--- src/xadcMonPkg.sv ---
/*
 * shared types for the XADC monitor: DRP and Wishbone bundles,
 * the DRP word union, result and configuration records, address constants
 */
`default_nettype none

package xadcMonPkg;

	// ------------------------------
	// DRP port
	// ------------------------------
	typedef struct packed {
		logic        den;
		logic        dwe;
		logic [6:0]  daddr;
		logic [15:0] di;
	} drpReqT;

	typedef struct packed {
		logic        drdy;
		logic [15:0] dout;
	} drpRspT;

	// measurement registers are left aligned, 12 bit code on top
	typedef struct packed {
		logic [11:0] code;
		logic [3:0]  unused;
	} drpMeasT;

	// flag register, only the low nibble is looked at
	typedef struct packed {
		logic [11:0] reserved;
		logic        overTemp;
		logic [2:0]  alarm;
	} drpFlagT;

	// one DRP word, read either as a measurement or as flags
	typedef union packed {
		drpMeasT meas;
		drpFlagT flag;
	} drpWordU;

	// ------------------------------
	// Wishbone classic
	// ------------------------------
	typedef struct packed {
		logic        cyc;
		logic        stb;
		logic        we;
		logic [3:0]  adr;
		logic [31:0] datW;
	} wbReqT;

	typedef struct packed {
		logic        ack;
		logic [31:0] datR;
	} wbRspT;

	// results of the last complete sweep
	typedef struct packed {
		drpWordU     temp;
		drpWordU     vccInt;
		drpWordU     vccAux;
		drpWordU     flags;
		logic [15:0] sweepCount;
	} monResultT;

	typedef struct packed {
		logic        enable;
		logic [15:0] pollPeriod;
		logic [11:0] tempHigh;
		logic [11:0] tempLow;
	} monCfgT;

	// XADC status register addresses on the DRP
	localparam logic [6:0] ADDR_TEMP   = 7'h00;
	localparam logic [6:0] ADDR_VCCINT = 7'h01;
	localparam logic [6:0] ADDR_VCCAUX = 7'h02;
	localparam logic [6:0] ADDR_FLAG   = 7'h3F;

	// register map, word addresses
	localparam logic [3:0] REG_CTRL   = 4'd0;
	localparam logic [3:0] REG_THRESH = 4'd1;
	localparam logic [3:0] REG_STATUS = 4'd2;
	localparam logic [3:0] REG_TEMP   = 4'd3;
	localparam logic [3:0] REG_VCCINT = 4'd4;
	localparam logic [3:0] REG_VCCAUX = 4'd5;
	localparam logic [3:0] REG_FLAGS  = 4'd6;
	localparam logic [3:0] REG_COUNT  = 4'd7;

	// threshold reset values, alarm can never set until configured
	localparam logic [11:0] TEMP_HIGH_RST = 12'hFFF;
	localparam logic [11:0] TEMP_LOW_RST  = 12'h000;

endpackage

`default_nettype wire
--- src/xadcMonitorTop.sv ---
/*
 * XADC monitor top: register block, DRP sequencer, threshold,
 * DRP port out to the XADC and status LEDs
 */
`timescale 1ns/1ns
`default_nettype none

module xadcMonitorTop #(
	// poll period after reset, in clock cycles
	parameter logic [15:0] defaultPeriod = 16'd100
) (
	input  logic               oscSysClk,
	input  logic               rstN,
	input  xadcMonPkg::wbReqT  wbReq,
	output xadcMonPkg::wbRspT  wbRsp,
	output xadcMonPkg::drpReqT drpReq,
	input  xadcMonPkg::drpRspT drpRsp,
	output logic [1:0]         led
);

	xadcMonPkg::monCfgT    cfg;
	xadcMonPkg::monResultT result;
	logic                  sweepDone;
	logic                  alarm;
	logic                  alarmRise;

	// ------------------------------
	// blocks
	// ------------------------------
	monitorRegs #(
		.defaultPeriod (defaultPeriod)
	) regs (
		.oscSysClk (oscSysClk),
		.rstN      (rstN),
		.wbReq     (wbReq),
		.wbRsp     (wbRsp),
		.cfg       (cfg),
		.result    (result),
		.sweepDone (sweepDone),
		.alarmRise (alarmRise),
		.alarm     (alarm)
	);

	// DRP goes straight out, the XADC sits outside
	drpSequencer seq (
		.oscSysClk (oscSysClk),
		.rstN      (rstN),
		.cfg       (cfg),
		.drpReq    (drpReq),
		.drpRsp    (drpRsp),
		.result    (result),
		.sweepDone (sweepDone)
	);

	tempThreshold thresh (
		.oscSysClk (oscSysClk),
		.rstN      (rstN),
		.cfg       (cfg),
		.result    (result),
		.sweepDone (sweepDone),
		.alarm     (alarm),
		.alarmRise (alarmRise)
	);

	// led 0 alarm, led 1 toggles per sweep via the count lsb
	assign led = {result.sweepCount[0], alarm};

endmodule

`default_nettype wire

--- src/monitorRegs.sv ---
/*
 * Wishbone classic register block: control and thresholds,
 * sticky status, read-only sweep results
 */
`timescale 1ns/1ns
`default_nettype none

module monitorRegs #(
	parameter logic [15:0] defaultPeriod = 16'd100
) (
	input  logic                  oscSysClk,
	input  logic                  rstN,
	input  xadcMonPkg::wbReqT     wbReq,
	output xadcMonPkg::wbRspT     wbRsp,
	output xadcMonPkg::monCfgT    cfg,
	input  xadcMonPkg::monResultT result,
	input  logic                  sweepDone,
	input  logic                  alarmRise,
	input  logic                  alarm
);

	logic        ack;
	logic [31:0] datR;
	logic [31:0] rdData;
	logic        access;
	logic        wrEn;
	logic        stickyAlarm;
	logic        stickyOverTemp;
	logic        clrAlarm;
	logic        clrOverTemp;

	assign wbRsp = '{ack: ack, datR: datR};

	// a new request is one not yet acked
	assign access = wbReq.cyc & wbReq.stb & ~ack;
	assign wrEn   = access & wbReq.we;

	// write 1 to clear the sticky bits
	assign clrAlarm    = wrEn && wbReq.adr == xadcMonPkg::REG_STATUS && wbReq.datW[0];
	assign clrOverTemp = wrEn && wbReq.adr == xadcMonPkg::REG_STATUS && wbReq.datW[1];

	// ------------------------------
	// read mux
	// ------------------------------
	always_comb begin
		case (wbReq.adr)
			xadcMonPkg::REG_CTRL:   rdData = {cfg.pollPeriod, 15'h0000, cfg.enable};
			xadcMonPkg::REG_THRESH: rdData = {4'h0, cfg.tempHigh, 4'h0, cfg.tempLow};
			// bit 2 is the live alarm
			xadcMonPkg::REG_STATUS: rdData = {29'h0, alarm, stickyOverTemp, stickyAlarm};
			xadcMonPkg::REG_TEMP:   rdData = {16'h0000, result.temp};
			xadcMonPkg::REG_VCCINT: rdData = {16'h0000, result.vccInt};
			xadcMonPkg::REG_VCCAUX: rdData = {16'h0000, result.vccAux};
			xadcMonPkg::REG_FLAGS:  rdData = {16'h0000, result.flags};
			xadcMonPkg::REG_COUNT:  rdData = {16'h0000, result.sweepCount};
			// unmapped words read as zero
			default: rdData = 32'h0000_0000;
		endcase
	end

	// ------------------------------
	// bus handshake
	// ------------------------------
	// ack one cycle after the request with the read data
	always_ff @(posedge oscSysClk or negedge rstN) begin
		if (!rstN) begin
			ack  <= 1'b0;
			datR <= 32'h0000_0000;
		end else begin
			ack <= access;
			if (access) begin
				datR <= rdData;
			end
		end
	end

	// config registers take a write in the ack cycle
	always_ff @(posedge oscSysClk or negedge rstN) begin
		if (!rstN) begin
			cfg.enable     <= 1'b0;
			cfg.pollPeriod <= defaultPeriod;
			cfg.tempHigh   <= xadcMonPkg::TEMP_HIGH_RST;
			cfg.tempLow    <= xadcMonPkg::TEMP_LOW_RST;
		end else if (wrEn) begin
			case (wbReq.adr)
				xadcMonPkg::REG_CTRL: begin
					cfg.enable     <= wbReq.datW[0];
					cfg.pollPeriod <= wbReq.datW[31:16];
				end
				xadcMonPkg::REG_THRESH: begin
					cfg.tempLow  <= wbReq.datW[11:0];
					cfg.tempHigh <= wbReq.datW[27:16];
				end
				// status and result words are not written here
				default: ;
			endcase
		end
	end

	// ------------------------------
	// sticky status
	// ------------------------------
	// a new event wins over a clear in the same cycle
	always_ff @(posedge oscSysClk or negedge rstN) begin
		if (!rstN) begin
			stickyAlarm    <= 1'b0;
			stickyOverTemp <= 1'b0;
		end else begin
			stickyAlarm <= alarmRise | (stickyAlarm & ~clrAlarm);
			// overTemp of the XADC flags word is looked at once per sweep
			stickyOverTemp <= (sweepDone & result.flags.flag.overTemp)
				| (stickyOverTemp & ~clrOverTemp);
		end
	end

	// ack answers a request seen the cycle before
	ackAfterReq: assert property (@(posedge oscSysClk) disable iff (!rstN)
		ack |-> $past(wbReq.cyc && wbReq.stb));

endmodule

`default_nettype wire

--- src/tempThreshold.sv ---
/*
 * over-temperature alarm with hysteresis between tempLow and tempHigh
 */
`timescale 1ns/1ns
`default_nettype none

module tempThreshold (
	input  logic                  oscSysClk,
	input  logic                  rstN,
	input  xadcMonPkg::monCfgT    cfg,
	input  xadcMonPkg::monResultT result,
	input  logic                  sweepDone,
	output logic                  alarm,
	output logic                  alarmRise
);

	logic [11:0] tempCode;
	logic        overHigh;
	logic        underLow;

	// temperature as the 12 bit measurement code
	assign tempCode = result.temp.meas.code;
	assign overHigh = tempCode > cfg.tempHigh;
	assign underLow = tempCode < cfg.tempLow;

	// ------------------------------
	// hysteresis
	// ------------------------------
	// result is already new in the sweepDone cycle
	always_ff @(posedge oscSysClk or negedge rstN) begin
		if (!rstN) begin
			alarm     <= 1'b0;
			alarmRise <= 1'b0;
		end else begin
			alarmRise <= 1'b0;
			if (sweepDone) begin
				if (overHigh) begin
					alarm <= 1'b1;
					// edge only when coming from the cleared state
					alarmRise <= ~alarm;
				end else if (underLow) begin
					alarm <= 1'b0;
				end
				// between the thresholds the alarm holds
			end
		end
	end

endmodule

`default_nettype wire

--- src/drpSequencer.sv ---
/*
 * DRP read sequencer: sweeps temperature, VCCINT, VCCAUX and flags
 * with one read in flight, then waits the poll period
 */
`timescale 1ns/1ns
`default_nettype none

module drpSequencer (
	input  logic                  oscSysClk,
	input  logic                  rstN,
	input  xadcMonPkg::monCfgT    cfg,
	output xadcMonPkg::drpReqT    drpReq,
	input  xadcMonPkg::drpRspT    drpRsp,
	output xadcMonPkg::monResultT result,
	output logic                  sweepDone
);

	typedef enum logic [1:0] {
		sIdle,
		sRead,
		sGap
	} stateT;

	stateT       state;
	logic        den;
	logic [6:0]  daddr;
	logic [1:0]  idx;
	logic [15:0] periodCnt;
	// set by den, cleared by drdy
	logic        readPending;

	// staged words of the running sweep
	// the flags word goes straight from dout into result
	xadcMonPkg::drpWordU tempQ;
	xadcMonPkg::drpWordU vccIntQ;
	xadcMonPkg::drpWordU vccAuxQ;

	// sweep order is fixed
	function automatic logic [6:0] addrOf(input logic [1:0] sel);
		case (sel)
			2'd0: addrOf = xadcMonPkg::ADDR_TEMP;
			2'd1: addrOf = xadcMonPkg::ADDR_VCCINT;
			2'd2: addrOf = xadcMonPkg::ADDR_VCCAUX;
			default: addrOf = xadcMonPkg::ADDR_FLAG;
		endcase
	endfunction

	// read only, so dwe and di are tied off
	assign drpReq = '{den: den, dwe: 1'b0, daddr: daddr, di: 16'h0000};

	// ------------------------------
	// sweep FSM
	// ------------------------------
	always_ff @(posedge oscSysClk or negedge rstN) begin
		if (!rstN) begin
			state     <= sIdle;
			den       <= 1'b0;
			daddr     <= xadcMonPkg::ADDR_TEMP;
			idx       <= 2'd0;
			periodCnt <= 16'd0;
			sweepDone <= 1'b0;
			result    <= '0;
		end else begin
			// den and sweepDone are single cycle strobes
			den       <= 1'b0;
			sweepDone <= 1'b0;
			case (state)
				sIdle: begin
					// a sweep always starts over at the temperature register
					if (cfg.enable) begin
						idx   <= 2'd0;
						daddr <= addrOf(2'd0);
						den   <= 1'b1;
						state <= sRead;
					end
				end
				sRead: begin
					if (drpRsp.drdy) begin
						if (idx == 2'd3) begin
							// the last word commits the whole sweep at once
							result.temp       <= tempQ;
							result.vccInt     <= vccIntQ;
							result.vccAux     <= vccAuxQ;
							result.flags      <= drpRsp.dout;
							// bit 0 of the count doubles as the sweep LED
							result.sweepCount <= result.sweepCount + 16'd1;
							sweepDone         <= 1'b1;
							periodCnt         <= 16'd1;
							state             <= sGap;
						end else if (cfg.enable) begin
							idx   <= idx + 2'd1;
							daddr <= addrOf(idx + 2'd1);
							den   <= 1'b1;
						end else begin
							// when disabled mid sweep stop once this read is back
							state <= sIdle;
						end
					end
				end
				sGap: begin
					if (!cfg.enable) begin
						state <= sIdle;
					end else if (periodCnt >= cfg.pollPeriod) begin
						idx   <= 2'd0;
						daddr <= addrOf(2'd0);
						den   <= 1'b1;
						state <= sRead;
					end else begin
						periodCnt <= periodCnt + 16'd1;
					end
				end
				default: state <= sIdle;
			endcase
		end
	end

	// dout lands in the staging word of the current index
	always_ff @(posedge oscSysClk) begin
		if (state == sRead && drpRsp.drdy) begin
			case (idx)
				2'd0: tempQ <= drpRsp.dout;
				2'd1: vccIntQ <= drpRsp.dout;
				2'd2: vccAuxQ <= drpRsp.dout;
				default: ;
			endcase
		end
	end

	always_ff @(posedge oscSysClk or negedge rstN) begin
		if (!rstN) begin
			readPending <= 1'b0;
		end else begin
			readPending <= (readPending & ~drpRsp.drdy) | den;
		end
	end

	// one outstanding read at most
	denWhilePending: assert property (@(posedge oscSysClk) disable iff (!rstN)
		den |-> !readPending);
	// the XADC only answers a read we issued
	drdyWithoutRead: assert property (@(posedge oscSysClk) disable iff (!rstN)
		drpRsp.drdy |-> readPending);

endmodule

`default_nettype wire

--- config.mk ---
export PLATFORM = sky130hd
export DESIGN_NAME = xadcMonitorTop
export DESIGN_NICKNAME = d
export VERILOG_FILES = /design/src/xadcMonPkg.sv /design/src/xadcMonitorTop.sv /design/src/monitorRegs.sv /design/src/tempThreshold.sv /design/src/drpSequencer.sv
export SDC_FILE = /design/constraint.sdc
export NUM_CORES = 1
export LEC_CHECK = 0
export BUFFER_PORTS_ARGS = -buffer_cell sky130_fd_sc_hd__buf_2
export CORE_AREA = 2 2 155 157
export DETAILED_ROUTE_END_ITERATION = 7
export DIE_AREA = 0 0 157 159
export GPL_TIMING_DRIVEN = 0
export PLACE_DENSITY = 0.59
export SYNTH_ARGS = -nofsm -noshare
export SYNTH_HDL_FRONTEND = slang
export SYNTH_SLANG_ARGS = --single-unit
export TNS_END_PERCENT = 10
--- constraint.sdc ---
create_clock -name oscSysClk -period 3.1 [get_ports oscSysClk]
set_clock_uncertainty 0.2 [all_clocks]
set_input_delay 0.155 -clock oscSysClk [delete_from_list [all_inputs] [get_ports oscSysClk]]
set_output_delay 0.155 -clock oscSysClk [all_outputs]
set_load 0.01 [all_outputs]
* After elaboration in Yosys (flattened, before gate mapping) *
Index checks and enable logic that the tools add are counted.
W data, S select, Z words.

cells by class
  $add $sub $neg = 3
  bitwise logic cells = 12
  order comparisons = 3
  reductions and logical operators = 21
  muxes and demuxes = 41
  equality and inequality tests = 24

operators with widths
  operator                 number
  $pmux W32 S8             1
  $mux W16                 4
  $mux W7                  6
  $add A16 B1 Y16 const B  2
  $pmux W16 S2             1
  $mux W2                  12
  $pmux W7 S3              1
  $pmux W6 S3              1
  $eq A4 B3 Y1 const B     4
  $ge A16 B16 Y1           1
  $gt A12 B12 Y1           1
  $lt A12 B12 Y1           1
  $mux W1                  12
  $ne A2 B2 Y1 const B     6
  $pmux W2 S3              2
  $reduce_and A2 Y1        6
  $eq A2 B2 Y1 const B     4
  $eq A4 B2 Y1 const B     2
  $reduce_and A7 Y1        1
  $and A1 B1 Y1            6
  $eq A2 B1 Y1 const B     3
  $logic_not A2 Y1         3
  $ne A3 B2 Y1 const B     2
  $reduce_and A5 Y1        1
  other kinds (12)         21

word-level totals
  logic and storage cells = 128
  flip-flop bits (word level) = 235
  input bits = 58
  output and inout bits = 60

* Depth between registers and ports, before layout *
  word-level depth = 8
  depth in mapped cells = 10
  depth with buffers taken out = 8

* Hierarchy *
Synthesis repeated with hierarchy kept, for this count alone.

unflattened totals
  cell total of the unflattened synthesis = 1002
  area total of the unflattened synthesis = 10928.0 um2

by module, submodules not included
  module          seq. area each (um2)  area an instance (um2)  cells an instance  times used
  drpSequencer    4068.9                6452.4                  583                1
  monitorRegs     1920.6                3818.7                  329                1
  tempThreshold   50.0                  649.4                   89                 1
  xadcMonitorTop  0.0                   7.5                     1                  1

* Worst setup path before layout *
No wires, ideal clock.

  kind = register -> register
  start point = register seq.periodCnt[0]
  end point = register seq.periodCnt[9]
  setup slack = 499 ps
  library setup time = 135 ps
  required time = 2765 ps
  clock period less this slack = 2601 ps
  arrival = 2266 ps
  buffers on the path = 2
  stages on the path, launching flop included = 11
  cells stage by stage = dfrtp_1 > inv_1 > ha_1 > nand2b_1 > a2111oi_0 > o21ai_1 > a211oi_4 > or2_1 > buf_4 > buf_6 > o211ai_1

between the ends
  cells in the longest elaborated chain, start to end = 4
  elaborated cells on any way between the ends = 7
  those cells by class = add/sub: 1; order compare: 1; eq/ne: 1; mux: 3; reduce/logical: 1

RTL lines
  element                 line                 source
  start, declared         drpSequencer.sv:28   logic [15:0] periodCnt;
  start signal, assigned  drpSequencer.sv:109  periodCnt <= periodCnt + 16'd1;
  $add A16 B1 Y16         drpSequencer.sv:109
  $mux W16                drpSequencer.sv:103  end else if (periodCnt >= cfg.pollPeriod) begin
  $mux W16                drpSequencer.sv:101  if (!cfg.enable) begin
  $pmux W16 S2            drpSequencer.sv:67   case (state)

Parallel ways exist; a longest one is shown, timed or not. The select of a mux whose other input is x is not followed.
A chain may end at the register's enable or synchronous reset.

* Worst setup path in the final report *
  start point = register seq.periodCnt[0]
  end point = register seq.periodCnt[6]

The elaborated chain is that of the path after synthesis.

==> metrics.yaml <==
outcome: "finished, violations left"
violations: "hold timing"
hold_viol_final: 2
die_area_um2: 25000
cts.reportedPaths.clkPinSlew_ns: 0.06
startpoint_type: "register"
r2r_slack_ns: 0.30
r2r-start: "seq.periodCnt[0]"
powerDensity_nw_per_um2: 722
ios: 118
yosysTopAreaCellShare_pct: 40.5
grt_pass1_wl_um: 44100
endpoint: "seq.periodCnt[6]"
hpwl_um: 19900
design.core.area_um2: 23200
whs_ns: -0.0175
reg2reg_depth: 10
clock_latency_ns: 0.54
synth_top_flop_cell: "dfrtp_1"
grt_pass1_vias: 7857
place_area_um2: 11200
synth_seq_cells: 229
die_h_um: 159
path_max_fanout: 7
synth-edff-count: 48
switching_share_pct: 30.7
start_util_pct: 44.3
end_kind: "register"
pwr-share-clk_pct: 32.5
cellLeakagePower_nw: 5.95
grt_usage_pct: 23.1
ir_drop_uv: 519
p_switching_mw: 2.78
rows: 56
rsz0062_at_grt: "no"
ys_types: 55
clock-root-buffer: "clkbuf_16"
finalPower_mw: 9.06
cts-resized-gates: 0
max_slew_margin_pct: 17.9
syn_area_um2: 10300
final_max_slew_viol_count: 0
pwr-share-seq_pct: 48.8
cp.required_ns: 3.35
io_buffers: 95
cts.path.max_buffers: 3
drv_cap: 0
drtIter0Drc: 581
antenna_found_initial: 1
route.vias.total: 7846
cts_tree: "yes"
synth_area_leaders: "dfrtp_1, edfxtp_1, nand2_1"
worstPathArrival_ns: 3.05
wl_per_cell_um: 18.7
worstMarginPinSlew_ns: 1.22
drc: 0
fmax_mhz: 358
drive_gt1_share_pct: 16.2
worstHoldPathType: "in2async"
fill_cells: 2117
avgViaCountPerCell: 5.17
synth_top_area_cell: "dfrtp_1"
drtPass1Iterations: 6
nets: 1283
synth.yosys.warnings: 0
startpoint: "seq.periodCnt[0]"
cts.sinks: 229
post-route-period-util_pct: 90.2
die_w_um: 157
worstReg2RegEnd: "seq.periodCnt[6]"
grt_overflow_total: 0
pwr-share-comb_pct: 18.6
syn_to_final_growth_pct: 22.2
gp_congestion: 0.827
ys_seq_area_share_pct: 58.3
numCtsBuffers: 25
syn_inst: 990
finalWirelength_um: 28400
crit_type: "reg2reg"
async_flop_share_pct: 79.0
grt_start_max_net_pins: 99
setup_viol: 0
p_int_mw: 6.28
min_period_ns: 2.80
detail-route-antenna-nets: 0
htree_levels: 1
fin_area_um2: 12600
syn_area_per_cell_um2: 10.4
## layout by cell type, fill, tap and decap left out, types with 6 or more instances in the layout
cell type,count
a221oi_1,25
a22o_1,18
buf_2,97
clkinv_2,6
dfrtp_1,166
nor3_1,8
conb_1,18
inv_1,50
buf_4,29
and3_1,15
nand3_1,14
a222oi_1,6
clkbuf_16,25
nand2_1,255
nor2_1,54
dfstp_2,15
dlygate4sd3_1,47
edfxtp_1,48
nand4_1,7
clkbuf_1,40
a21o_1,9
xnor2_1,13
ha_1,46
a22oi_1,13
o21ai_0,53
clkbuf_8,6
nand2b_1,8
a21oi_1,19
a31oi_1,30
## state kept, by name (all words and copies together), names as in the netlist, 2 cells and up
register,flops
seq.result,80
regs.cfg,41
regs.datR,32
seq.periodCnt,16
seq.tempQ,16
seq.vccAuxQ,16
seq.vccIntQ,16
seq.daddr,3
seq.state,2
## critical path, cell delays in order (launching register included)
cell and delay (ns):
dfrtp_1 0.46, inv_1 0.07, ha_1 0.26, nand2b_1 0.14
a2111oi_0 0.39, o21ai_1 0.29, a211oi_4 0.31, buf_4 0.18
buf_4 0.13, a41oi_1 0.11, a31oi_1 0.17
## cells in the mapped netlist (3+ instances only)
cell type,number
xnor2_1,13
dfrtp_1,166
ha_1,46
a31oi_1,30
nand2_1,255
o21ai_0,53
nand4_1,7
a22o_1,18
a222oi_1,6
inv_1,50
a21oi_1,19
a21o_1,9
nor2_1,54
clkbuf_1,34
a22oi_1,13
a221oi_1,25
nand3_1,14
mux2_2,4
a41oi_1,3
edfxtp_1,48
buf_2,3
and4_1,4
buf_4,27
and3_1,15
nor3_1,8
nand2b_1,8
o22ai_1,3
buf_1,4
dfstp_2,15
## power groups by stage
| stage | Combinational, mW | Clock [mW] | Sequential [mW] |
|---|---|---|---|
| 2_1_floorplan | 1.13 | 0 | 4.27 |
| 3_3_place_gp | 1.59 | 0 | 4.46 |
| 3_5_place_dp | 1.65 | 0 | 4.47 |
| 4_1_cts | 1.71 | 3.00 | 4.42 |
| 5_1_grt | 1.97 | 3.13 | 4.51 |
| 6_report | 1.69 | 2.95 | 4.43 |
## cells by family after synthesis
group           Yosys count  synth area share (%)
flops                   229                  58.3
other cells               1                0.0365
fa+ha+maj                46                  5.60
simple gates            379                  15.5
compound gates          195                  13.2
xor+xnor                 15                  1.28
mux                       5                 0.536
buf+inv                 120                  5.48
## layer usage
metal  vias up  part of all wire, %  wire [um]  global-route usage (%)
met5         -                    0          0                       0
met4         0                  3.4        971                    8.05
met3        54                  4.6       1310                    3.32
met2       222                   47      13400                    37.8
met1      3781                   45      12700                    31.3
li1       3789                    -          -                       -
## per-stage QoR
stage	setup slack, ns	instances	utilization (%)	TNS, ns	hold slack, ns
final	0.305	1518	54.1	0	-0.0175
after CTS	0.109	1515	54.0	0	0.0266
after floorplan	0.499	1007	-	0	-0.341
after detailed placement	0.116	1422	48.5	0	-0.00267
after global placement	-1.42	1421	48.3	-236.94	0.164
after global routing	0.104	1518	54.1	0	0.0555
## how the worst min path moves through the flow
stage	end	slack (ns)	cells after the start
after floorplan	regs.ack	-0.34	0
after global placement	regs.cfg[7]	0.16	3
after detailed placement	regs.datR[21]	-0.003	1
after CTS	regs.datR[21]	0.03	2
after global routing	regs.datR[21]	0.06	2
final	regs.datR[21]	-0.02	2
## cell type report
cell class	count	area [um2]	share of cell area, %
Antenna cell	1	2.50	0.0199
Buffer	69	372	2.96
Clock buffer	37	731	5.82
Clock inverter	9	87.6	0.698
Inverter	51	191	1.53
Multi-Input combinational cell	658	3780	30.1
Sequential cell	229	5990	47.7
Tap cell	319	399	3.18
Timing Repair Buffer	145	998	7.96
## what timing repair did
action,CTS,global route
buffers inserted,0,2
endpoints found under the hold margin,197,0
hold buffers,47,0
setup endpoints to repair,0,9
No activity file was read; power rests on OpenSTA's default activity.
